### src/include/mbz_params.svh
// Widths, NXM timeout and diagnostic codes for the memory box status slice, included by its RTL
`ifndef MBZ_PARAMS_SVH
`define MBZ_PARAMS_SVH

// Physical address bits carried by a reference
`define MBZ_PA_WIDTH 22

// Busy cycles without an acknowledge before the NXM chain starts
`define MBZ_NXM_TIMEOUT 16

// Diagnostic load function codes
`define MBZ_DIAG_FUNC_WIDTH 7
`define MBZ_DIAG_CLR_ERR 7'o070
`define MBZ_DIAG_EN_CSH 7'o071

// Diagnostic readback selects, code 3 reads as zero
`define MBZ_SEL_STATUS 2'd0
`define MBZ_SEL_ERA 2'd1
`define MBZ_SEL_REF 2'd2

`endif

### src/mbzPkg.sv
// Shared types of the memory box status slice, referenced by scoped name from every block
`default_nettype none
`include "mbz_params.svh"

package mbzPkg;

  typedef logic [`MBZ_PA_WIDTH-1:0] physAddr;

  // Diagnostic bus word, numbered from the left as on the EBUS
  typedef logic [0:35] ebusWord;

  typedef logic [1:0] diagSel;

  typedef logic [`MBZ_DIAG_FUNC_WIDTH-1:0] diagCode;

  // Counts busy cycles while waiting for an acknowledge
  typedef logic [$clog2(`MBZ_NXM_TIMEOUT)-1:0] nxmCount;

  typedef struct packed {
    physAddr addr;
    logic    write;
    logic    chanRef;
    logic    ccaRef;
  } memRef;

  typedef struct packed {
    logic nxmErr;
    logic parErr;
    logic sbusErr;
    logic adrParErr;
  } errFlags;

  typedef enum logic [2:0] {
    idle,
    waiting,
    t2,
    t3,
    t4,
    t5,
    t6
  } nxmState;

endpackage

`default_nettype wire

### src/nxmTimer.sv
// Tracks the outstanding memory reference and runs the NXM timing chain when no ack arrives
`timescale 1ns/1ps
`default_nettype none
`include "mbz_params.svh"

module nxmTimer (
  input  wire logic       MBOX,
  input  wire logic       rstN,
  input  wire logic       memStart,
  input  wire logic       ackn,
  input  wire logic       isRead,
  output logic            busy,
  output logic            nxmDone,
  output logic            nxmDataVal,
  output mbzPkg::nxmState state
);

  localparam mbzPkg::nxmCount LastCount = mbzPkg::nxmCount'(`MBZ_NXM_TIMEOUT - 1);

  mbzPkg::nxmState stateNext;
  mbzPkg::nxmCount waitCount;
  logic            readHeld;

  always_comb begin
    stateNext = state;
    unique case (state)
      mbzPkg::idle: begin
        if (memStart) begin
          stateNext = mbzPkg::waiting;
        end
      end
      mbzPkg::waiting: begin
        if (ackn) begin
          stateNext = mbzPkg::idle;
        end else if (waitCount == LastCount) begin
          stateNext = mbzPkg::t2;
        end
      end
      // Once the chain has started a late ack no longer matters
      mbzPkg::t2: stateNext = mbzPkg::t3;
      mbzPkg::t3: stateNext = mbzPkg::t4;
      mbzPkg::t4: stateNext = mbzPkg::t5;
      mbzPkg::t5: stateNext = mbzPkg::t6;
      mbzPkg::t6: stateNext = mbzPkg::idle;
      default:    stateNext = mbzPkg::idle;
    endcase
  end

  always_ff @(posedge MBOX) begin
    if (!rstN) begin
      state     <= mbzPkg::idle;
      waitCount <= '0;
    end else begin
      state <= stateNext;
      // First waiting cycle sees zero
      if (state == mbzPkg::waiting) begin
        waitCount <= waitCount + 1'b1;
      end else begin
        waitCount <= '0;
      end
    end
  end

  // Direction of the reference that may time out
  always_ff @(posedge MBOX) begin
    if (memStart) begin
      readHeld <= isRead;
    end
  end

  assign busy    = (state != mbzPkg::idle);
  assign nxmDone = (state == mbzPkg::t6);

  // Synthesized read data is handed back at t6
  assign nxmDataVal = nxmDone & readHeld;

endmodule

`default_nettype wire

### src/errorCapture.sv
// Sticky memory error flags and the error address register that freezes on the first error
`timescale 1ns/1ps
`default_nettype none

module errorCapture (
  input  wire logic          MBOX,
  input  wire logic          rstN,
  input  wire logic          memStart,
  input  wire mbzPkg::memRef startRef,
  input  wire logic          ackn,
  input  wire logic          readParOk,
  input  wire logic          sbusErrIn,
  input  wire logic          adrParErrIn,
  input  wire logic          busy,
  input  wire logic          nxmDone,
  input  wire logic          clrErr,
  output mbzPkg::errFlags    flags,
  output logic               holdEra,
  output mbzPkg::memRef      era,
  output logic               chanErr
);

  mbzPkg::errFlags flagSet;
  logic            writeHeld;

  // Direction of the current reference, tracked even while the ERA is held
  always_ff @(posedge MBOX) begin
    if (memStart) begin
      writeHeld <= startRef.write;
    end
  end

  always_comb begin
    flagSet.nxmErr    = nxmDone;
    flagSet.parErr    = ackn & ~writeHeld & ~readParOk;
    // Bus and address parity errors only count against a live reference
    flagSet.sbusErr   = sbusErrIn & busy;
    flagSet.adrParErr = adrParErrIn & busy;
  end

  always_ff @(posedge MBOX) begin
    if (!rstN) begin
      flags <= '0;
    end else if (clrErr) begin
      flags <= flagSet;
    end else begin
      flags <= flags | flagSet;
    end
  end

  assign holdEra = |flags;

  // Failing reference stays put until diagnostics clear the flags
  always_ff @(posedge MBOX) begin
    if (!rstN) begin
      era <= '0;
    end else if (memStart && !holdEra) begin
      era <= startRef;
    end
  end

  assign chanErr = holdEra & era.chanRef;

endmodule

`default_nettype wire

### src/diagRegs.sv
// Diagnostic function decode and EBUS readback of status, ERA address and reference bits
`timescale 1ns/1ps
`default_nettype none
`include "mbz_params.svh"

module diagRegs (
  input  wire logic            MBOX,
  input  wire logic            rstN,
  input  wire logic            diagLoad,
  input  wire mbzPkg::diagCode diagFunc,
  input  wire logic            diagRead,
  input  wire mbzPkg::diagSel  diagSelect,
  input  wire mbzPkg::errFlags flags,
  input  wire logic            holdEra,
  input  wire mbzPkg::memRef   era,
  input  wire logic            busy,
  output logic                 clrErr,
  output logic                 cshEnable,
  output mbzPkg::ebusWord      ebusData,
  output logic                 ebusDriving
);

  mbzPkg::ebusWord statusWord;
  mbzPkg::ebusWord eraWord;
  mbzPkg::ebusWord refWord;

  // Clear takes effect at the next edge
  assign clrErr = diagLoad && (diagFunc == `MBZ_DIAG_CLR_ERR);

  always_ff @(posedge MBOX) begin
    if (!rstN) begin
      cshEnable <= 1'b0;
    end else if (diagLoad && (diagFunc == `MBZ_DIAG_EN_CSH)) begin
      cshEnable <= 1'b1;
    end
  end

  // Status bits sit at the left end of the word
  assign statusWord = {busy, flags, holdEra, cshEnable, 29'b0};

  // Physical address right justified, as in bits 14..35
  assign eraWord = {{($bits(mbzPkg::ebusWord) - `MBZ_PA_WIDTH){1'b0}}, era.addr};

  assign refWord = {era.write, era.chanRef, era.ccaRef, 33'b0};

  always_comb begin
    ebusData = '0;
    if (diagRead) begin
      case (diagSelect)
        `MBZ_SEL_STATUS: ebusData = statusWord;
        `MBZ_SEL_ERA:    ebusData = eraWord;
        `MBZ_SEL_REF:    ebusData = refWord;
        default:         ebusData = '0;
      endcase
    end
  end

  assign ebusDriving = diagRead;

endmodule

`default_nettype wire

### src/mbzCore.sv
// Top of the memory box status slice, connecting NXM timing, error capture and diagnostics
`timescale 1ns/1ps
`default_nettype none

module mbzCore (
  input  wire logic            MBOX,
  input  wire logic            rstN,
  input  wire logic            memStart,
  input  wire mbzPkg::memRef   startRef,
  input  wire logic            ackn,
  input  wire logic            readParOk,
  input  wire logic            sbusErrIn,
  input  wire logic            adrParErrIn,
  input  wire logic            diagLoad,
  input  wire mbzPkg::diagCode diagFunc,
  input  wire logic            diagRead,
  input  wire mbzPkg::diagSel  diagSelect,
  output wire logic            coreBusy,
  output wire logic            nxmDataVal,
  output mbzPkg::errFlags      flags,
  output wire logic            chanErr,
  output mbzPkg::ebusWord      ebusData,
  output wire logic            ebusDriving
);

  wire logic      isRead;
  wire logic      nxmDone;
  wire logic      holdEra;
  wire logic      clrErr;
  mbzPkg::memRef  era;
  mbzPkg::nxmState state;

  assign isRead = ~startRef.write;

  nxmTimer nxmTimer (
    .MBOX       (MBOX),
    .rstN       (rstN),
    .memStart   (memStart),
    .ackn       (ackn),
    .isRead     (isRead),
    .busy       (coreBusy),
    .nxmDone    (nxmDone),
    .nxmDataVal (nxmDataVal),
    .state      (state)
  );

  errorCapture errorCapture (
    .MBOX        (MBOX),
    .rstN        (rstN),
    .memStart    (memStart),
    .startRef    (startRef),
    .ackn        (ackn),
    .readParOk   (readParOk),
    .sbusErrIn   (sbusErrIn),
    .adrParErrIn (adrParErrIn),
    .busy        (coreBusy),
    .nxmDone     (nxmDone),
    .clrErr      (clrErr),
    .flags       (flags),
    .holdEra     (holdEra),
    .era         (era),
    .chanErr     (chanErr)
  );

  // Cache-data enable is seen only through the status readback
  diagRegs diagRegs (
    .MBOX        (MBOX),
    .rstN        (rstN),
    .diagLoad    (diagLoad),
    .diagFunc    (diagFunc),
    .diagRead    (diagRead),
    .diagSelect  (diagSelect),
    .flags       (flags),
    .holdEra     (holdEra),
    .era         (era),
    .busy        (coreBusy),
    .clrErr      (clrErr),
    .cshEnable   (),
    .ebusData    (ebusData),
    .ebusDriving (ebusDriving)
  );

endmodule

`default_nettype wire

### config.mk
export PLATFORM = sky130hd
export DESIGN_NAME = mbzCore
export DESIGN_NICKNAME = d
export VERILOG_FILES = /design/src/mbzPkg.sv /design/src/nxmTimer.sv /design/src/errorCapture.sv /design/src/diagRegs.sv /design/src/mbzCore.sv
export VERILOG_INCLUDE_DIRS = /design/src /design/src/include
export SDC_FILE = /design/constraint.sdc
export NUM_CORES = 1
export LEC_CHECK = 0
export ABC_CLOCK_PERIOD_IN_PS = 1500
export BUFFER_PORTS_ARGS = -buffer_cell sky130_fd_sc_hd__buf_2
export CORE_ASPECT_RATIO = 1.25
export CORE_MARGIN = 4
export CORE_UTILIZATION = 48
export CTS_BUF_LIST = sky130_fd_sc_hd__clkbuf_8
export DETAILED_ROUTE_END_ITERATION = 6
export PLACE_DENSITY = 0.86
export SLEW_MARGIN = 20
export SYNTH_ARGS = -nofsm -noshare
export SYNTH_HDL_FRONTEND = slang
export SYNTH_SLANG_ARGS = --single-unit
### constraint.sdc
create_clock -name MBOX -period 1.5 [get_ports MBOX]
set_input_delay 0 -clock MBOX [delete_from_list [all_inputs] [get_ports MBOX]]
set_output_delay 0 -clock MBOX [all_outputs]
set_load 0.005 [all_outputs]
==> impl_results.md, run 1 <==
- Status: complete, no violations
- Top cells by area, synth: dfxtp_1, mux2i_1, nand2_1
- Final hold viol count: 0
- Final setup fails: 0
- CTS tree: built
- Max Cap Viol: 0
- Post-CTS sizing: 0
- Setup_tns: 0 ns
- Max Clock Freq: 711 MHz
- Post-synthesis sequential area ratio: between 40% and 50%
- GP Congestion: ~0.83
- Via density: slightly below 5
- Post-synthesis mux area share: ~14%
- Die H: roughly 79 µm
- Post-route antenna net violation count: 0
- Design area: 2760 µm²
- Final net count: 365
- Slew @ Worst Pin: approximately 0.58 ns
- Sink Count: 39
- HPWL after detailed placement: approximately 3200 µm
- Yosys warning total: 0
- Pre-antenna DRT Iters: 4
- CP Max Fanout: 9
- Top post-synthesis cells by count: nand2_1, dfxtp_1, mux2i_1
- Clock slew at reported path FFs: approximately 0.07 ns
- Core ar.: about 3800 µm²
- Xor/xnor share of the synthesized area: less than 1%
- Max_slew headroom: about three fifths
- 1st-iter DRT viols: 100
- Post-Synth Adder-Cell Area: less than 1%
- Worst-skew pair later-pin latency: 0.29 ns
- Startpoint Class: register
- Number of post-CTS setup repair buffers: 0
- Global-route wire length before repair: between 7000 and 8000 µm
- Non-filler cells, final: 376
- Crit. End Element: primary output
- Cells after DPL: 338
- Worst path required time: roughly 1.5 ns
- Critical setup path kind: reg2out
- Hold buffer count at cts: 30
- Top-count cell post-synth: nand2_1
- Boundary pin count: 87
- Post-Synth Simple-Gate Area: between 20% and 30%
- Peak supply drop: between 0.0005 and 0.0006 V
- Area share of the leading cell type in the synthesized netlist: 38.2%
- Initial antenna violation count: 0
- Vias in the first global route: approximately 1900
- Grt ovf: 0
- Row cnt: 25
- Area leader, netlist: dfxtp_1
- #FFs+latches synth: 39
- Port-buffer cells: 79
- Largest family of logic cells by synthesized area: simple AND/OR/NAND/NOR gates
- Leakage: about 1.4 nW
- Area delta synth->final: 42.0%
- Cell Area, Synth: slightly below 2000 µm²
- Die area: 5130 µm²
- Die Width: 64.9 µm
- H-Tree Depth: 2
- Antenna cells: 0
- PwrDens: ~880 nW/µm²
- Final period util: roughly 94%
- Slew Viols, Final: 0
- HP Class: in2reg
- RSZ-0062 raised after global routing: false
- CTS max path bufs: 2
- DRC Markers: 0
- Number of enable flip-flop cells after synthesis: 2
- Fraction of layout cells with a size suffix above 1: 30.1%
- Worst EP arrival: 1.41 ns
- Via count: between 1500 and 2000
- Initial Utilization: 50.4%
- WL/cell: ~13 µm
- Largest net degree at the start of global routing: 34
- GRT Util Overall: 19.9%
- Worst Skew: 0.00538 ns
- Primary FF master, synth: dfxtp_1
- Routed Wire Length: between 4000 and 5000 µm
- Complex-gate fraction of the synthesized area: 3.87%
- Syn Area/Cell: roughly 9 µm²
- Placed instance area: about 2300 µm²
- Synthesized netlist cell count: around 220
- Async SR Flop Fraction: 0%
- Total CTS buffers: 5
- CTS Root Cell: clkbuf_8
- # fillers: 300
- Yosys cell types: 37
- Final min period: about 1.4 ns
==> layout make-up <==
cell class / instances / area (µm²) / area share, %
clock inverter: 2 / 35.0 / 1.27
timing repair buffer: 116 / 773 / 28.1
clock buffer: 6 / 82.6 / 3.00
inverter: 1 / 3.75 / 0.136
sequential: 39 / 801 / 29.1
tap: 54 / 67.6 / 2.45
multi-input combinational: 158 / 992 / 36.0
==> worst paths after layout <==
kind	startpoint	endpoint	slack, ns	cells after the start
worst min register to register	errorCapture.era[6]	errorCapture.era[6]	0.45	2
worst min-delay path	readParOk	errorCapture.flags[2]	0.05	3
worst max-delay path	nxmTimer.state[0]	ebusData[35]	0.09	4
worst max register to register	errorCapture.flags[3]	errorCapture.era[22]	0.12	4
==> where the power goes <==
group	internal, mW	switching, mW
clock	0.538	0.349
sequential	1.11	0.0386
combinational	0.217	0.169
==> routing by layer <==
layer,vias up,wire [µm],global-route usage [%]
li1,910,-,-
met1,826,1890,19.3
met2,58,2710,38.6
met3,12,258,4.81
met4,0,106,9.09
met5,-,0,0
==> sequential cells by signal, indices dropped and copies added, names as in the netlist <==
register	count
diagRegs.cshEnable	1
errorCapture.era	25
errorCapture.flags	4
errorCapture.writeHeld	1
nxmTimer.readHeld	1
nxmTimer.state	3
nxmTimer.waitCount	4
==> cell families (layout without fill, tap and decap cells) <==
kind of cell             after synthesis  in the layout
AO/OA/AOI/OAI                          9              9
AND/OR/NAND/NOR                      111            111
buffers and inverters                 24            125
flip-flops                            39             39
XOR/XNOR                               2              2
other                                  1              7
adder cells (fa/ha/maj)                1              1
multiplexers                          28             28
==> stage by stage <==
| stage | worst slack (ns) | utilization [%] | hold slack (ns) | power (mW) |
|---|---|---|---|---|
| finish | 0.0928 | 71.6 | 0.0544 | 2.42 |
| global route | 0.00752 | 71.6 | 0.0558 | 2.53 |
| CTS | 0.0736 | 71.6 | 0.0458 | 2.45 |
| detailed placement | 0.127 | 60.7 | 0.212 | 1.50 |
| global placement | 0.200 | 60.7 | 0.207 | 1.49 |
| floorplan | 0.163 | - | 0.0808 | 1.40 |
==> critical path, cell delays in order, from the launching register on <==
cell and delay (ns):
dfxtp_1 0.38, or3_1 0.42, mux2i_1 0.15, nor2_1 0.05, buf_2 0.12
==> cells in the final DEF (no fill, tap or decap), types with 2 or more instances in the layout <==
cell           count
a32o_1             2
and2_1            27
mux2i_1           28
nor2_1             7
nand2b_1           2
nand3_1            2
and4b_1            2
dfxtp_1           37
conb_1             7
clkbuf_8           6
buf_4              5
nand2_1           54
a31o_1             2
dlygate4sd3_1     30
edfxtp_1           2
buf_2             79
nor3b_1            2
buf_12             2
and3b_1            3
nor3_1             3
(Power assumes the default switching activity.)
==> inputs of run 2 (changes only) <==
Settings changed: MAX_ROUTING_LAYER set to met4, RECOVER_POWER set to 100.
==> run 2 against run 1 <==
  * Critical path depth unchanged
  * Worst setup slack worse by 0.0029 ns
  * Hold slack got worse by 0.0020 ns
  * Critical endpoint unchanged
==> impl_results.md, run 2 (synthesis results as in run 1) <==
- H-Tree Depth: 2 (unchanged)
- Final setup fails: 0 (unchanged)
- Leakage: 1.28 nW (-6.4%)
- Critical setup path kind: reg2out
- Worst hold start: readParOk
- Max reg flops: 25 (unchanged)
- Pre-antenna DRT Iters: 4 (unchanged)
- R2r setup slk: 0.12 ns (about the same)
- CTS max path bufs: 2 (unchanged)
- Switching share of power: 23.1% (+0.18 points)
- Clock slew at reported path FFs: 0.07 ns (about the same)
- RSZ-0062 raised after global routing: false
- Clk network pwr share: 36.7% (about the same)
- Die area: 5130 µm² (unchanged)
- CTS tree: built
- Combinational fraction of design power: 15.7% (-0.2 points)
- Worst-skew pair later-pin latency: 0.29 ns (about the same)
- Via count: 1794 (-0.66%)
- Fraction of layout cells with a size suffix above 1: 24.2% (-5.9 points)
- Final min period: 1.41 ns (+0.00289 ns)
- Top Registers: errorCapture.era (25), errorCapture.flags (4), nxmTimer.waitCount (4)
- Area delta synth->final: 40.4%
- Initial Utilization: 50.4% (unchanged)
- Die Width: 64.9 µm (unchanged)
- # fillers: 314 (+4.7%)
- Final net count: 365 (unchanged)
- Worst EP arrival: 1.41 ns (about the same)
- Slew @ Worst Pin: 0.592 ns (+0.0107 ns)
- Worst Hold End: errorCapture.flags[2]
- Max Cap Viol: 0 (unchanged)
- Boundary pin count: 87 (unchanged)
- Final hold viol count: 0 (unchanged)
- Status: complete, no violations
- HP Class: in2reg
- Post-CTS sizing: 0 (unchanged)
- GP Congestion: 0.842 (+1.5%)
- Die H: 79.1 µm (unchanged)
- Crit. End Element: primary output
- Max_slew headroom: 60.6% (-0.71 points)
- Most flops, register: errorCapture.era
- DRC Markers: 0 (unchanged)
- Commonest non-fill, non-tap cell in the layout: buf_2
- Worst hold path cell count: 3 (unchanged)
- Port-buffer cells: 79 (unchanged)
- Reg2reg end: errorCapture.era[22]
- Largest net degree at the start of global routing: 34 (unchanged)
- Sink Count: 39 (unchanged)
- R2r worst-path depth: 4 (unchanged)
- Max Clock Freq: 709 MHz (-0.20%)
- Worst Skew: 0.00503 ns (-0.000347 ns)
- Row cnt: 25 (unchanged)
- Via density: 4.77 (-0.66%)
- WL/cell: 13.3 µm (+0.42%)
- Core ar.: 3850 µm² (unchanged)
- Setup_tns: 0 ns (unchanged)
- Top cell family by delay on the critical path: simple AND/OR/NAND/NOR gates
- Seq pwr share: 47.6% (about the same)
- Power Total: 2.42 mW (-0.17%)
- Number of post-CTS setup repair buffers: 0 (unchanged)
- PwrDens: 888 nW/µm² (+0.98%)
- Worst path slowest cell: or3_1
- Net Sw Power: 0.559 mW (+0.63%)
- 1st-iter DRT viols: 124 (+24%)
- Pint: 1.86 mW (-0.40%)
- Hold buffer count at cts: 30 (unchanged)
- HPWL after detailed placement: 3240 µm (unchanged)
- Worst path required time: 1.50 ns (about the same)
- CTS Root Cell: clkbuf_8
- Critical Path Max Stage Delay: 0.42 ns (about the same)
- Antenna cells: 0 (unchanged)
- Slew Viols, Final: 0 (unchanged)
- Initial antenna violation count: 0 (unchanged)
- CP Max Fanout: 9 (unchanged)
- Post-route antenna net violation count: 0 (unchanged)
- Global-route wire length before repair: 7960 µm (+0.18%)
- Peak supply drop: 0.000574 V (+0.53%)
- Crit-path cells: or3_1 -> mux2i_1 -> nor2_1 -> buf_2
- R2R Path Start: errorCapture.flags[3]
- GRT Util Overall: 20.4% (+0.53 points)
- Startpoint Class: register
- Vias in the first global route: 1868 (-0.21%)
- Total CTS buffers: 5 (unchanged)
- Most frequent cells in the layout: buf_2, nand2_1, dfxtp_1
- Routed Wire Length: 4990 µm (+0.42%)
- Grt ovf: 0 (unchanged)
- Final period util: 94.0% (+0.19 points)
- Crit path buffers/inverters: 1 (unchanged)
[run 2: cell types whose count changed in the layout (fill, tap and decap cells not counted), sizes merged]
cell    delta
buf       -18
clkbuf    +18
[run 2: worst max path at each step]
stage,from,end,slack [ns],cells past startpoint
after detailed placement,errorCapture.flags[3],errorCapture.era[22],0.13,4
after global routing,nxmTimer.state[0],ebusData[35],0.004,4
after global placement,errorCapture.flags[3],errorCapture.era[21],0.20,4
final,nxmTimer.state[0],ebusData[35],0.09,4
after CTS,nxmTimer.state[0],ebusData[35],0.07,4
after floorplan,errorCapture.flags[3],errorCapture.era[10],0.16,5
[run 2: per-layer routing]
metal / vias to the layer above / wire (µm) / GRT usage, %
met5: - / 0 / -
met4: 0 / 73 / 9.09
met1: 825 / 1930 / 19.3
li1: 909 / - / -
met3: 8 / 255 / 4.67
met2: 52 / 2730 / 38.7
[run 2: final cells by class]
type | count | area (µm²) | share of cell area, %
multi-input cells | 158 | 988 | 36.3
flip-flops and latches | 39 | 801 | 29.4
repair buffers | 116 | 746 | 27.4
clock buffers | 6 | 82.6 | 3.03
well taps | 54 | 67.6 | 2.48
clock inverters | 2 | 35.0 | 1.29
inverters | 1 | 3.75 | 0.138
[run 2: power groups by stage]
stage,clock network (mW),logic (mW),registers [mW]
6_report,0.889,0.379,1.15
2_1_floorplan,0,0.241,1.16
3_3_place_gp,0,0.316,1.17
5_1_grt,0.947,0.415,1.16
4_1_cts,0.914,0.383,1.15
3_5_place_dp,0,0.324,1.17
[run 2: worst min-delay path, delay by kind of cell]
| kind | cells | cell delay (ns) |
|---|---|---|
| AOI/OAI and AO/OA | 1 | 0.18 |
| buffers and inverters | 1 | 0.08 |
| and+or+nand+nor | 1 | 0.05 |
[run 2: stage by stage]
step	setup WS (ns)	hold WS [ns]	util, %	area (µm²)	cells
finish	0.0899	0.0525	70.8	2720	376
detailed placement	0.127	0.212	60.7	2340	338
floorplan	0.163	0.0808	-	1960	221
global placement	0.200	0.207	60.7	2340	338
CTS	0.0736	0.0458	71.6	2760	376
global route	0.00392	0.0558	70.8	2720	376
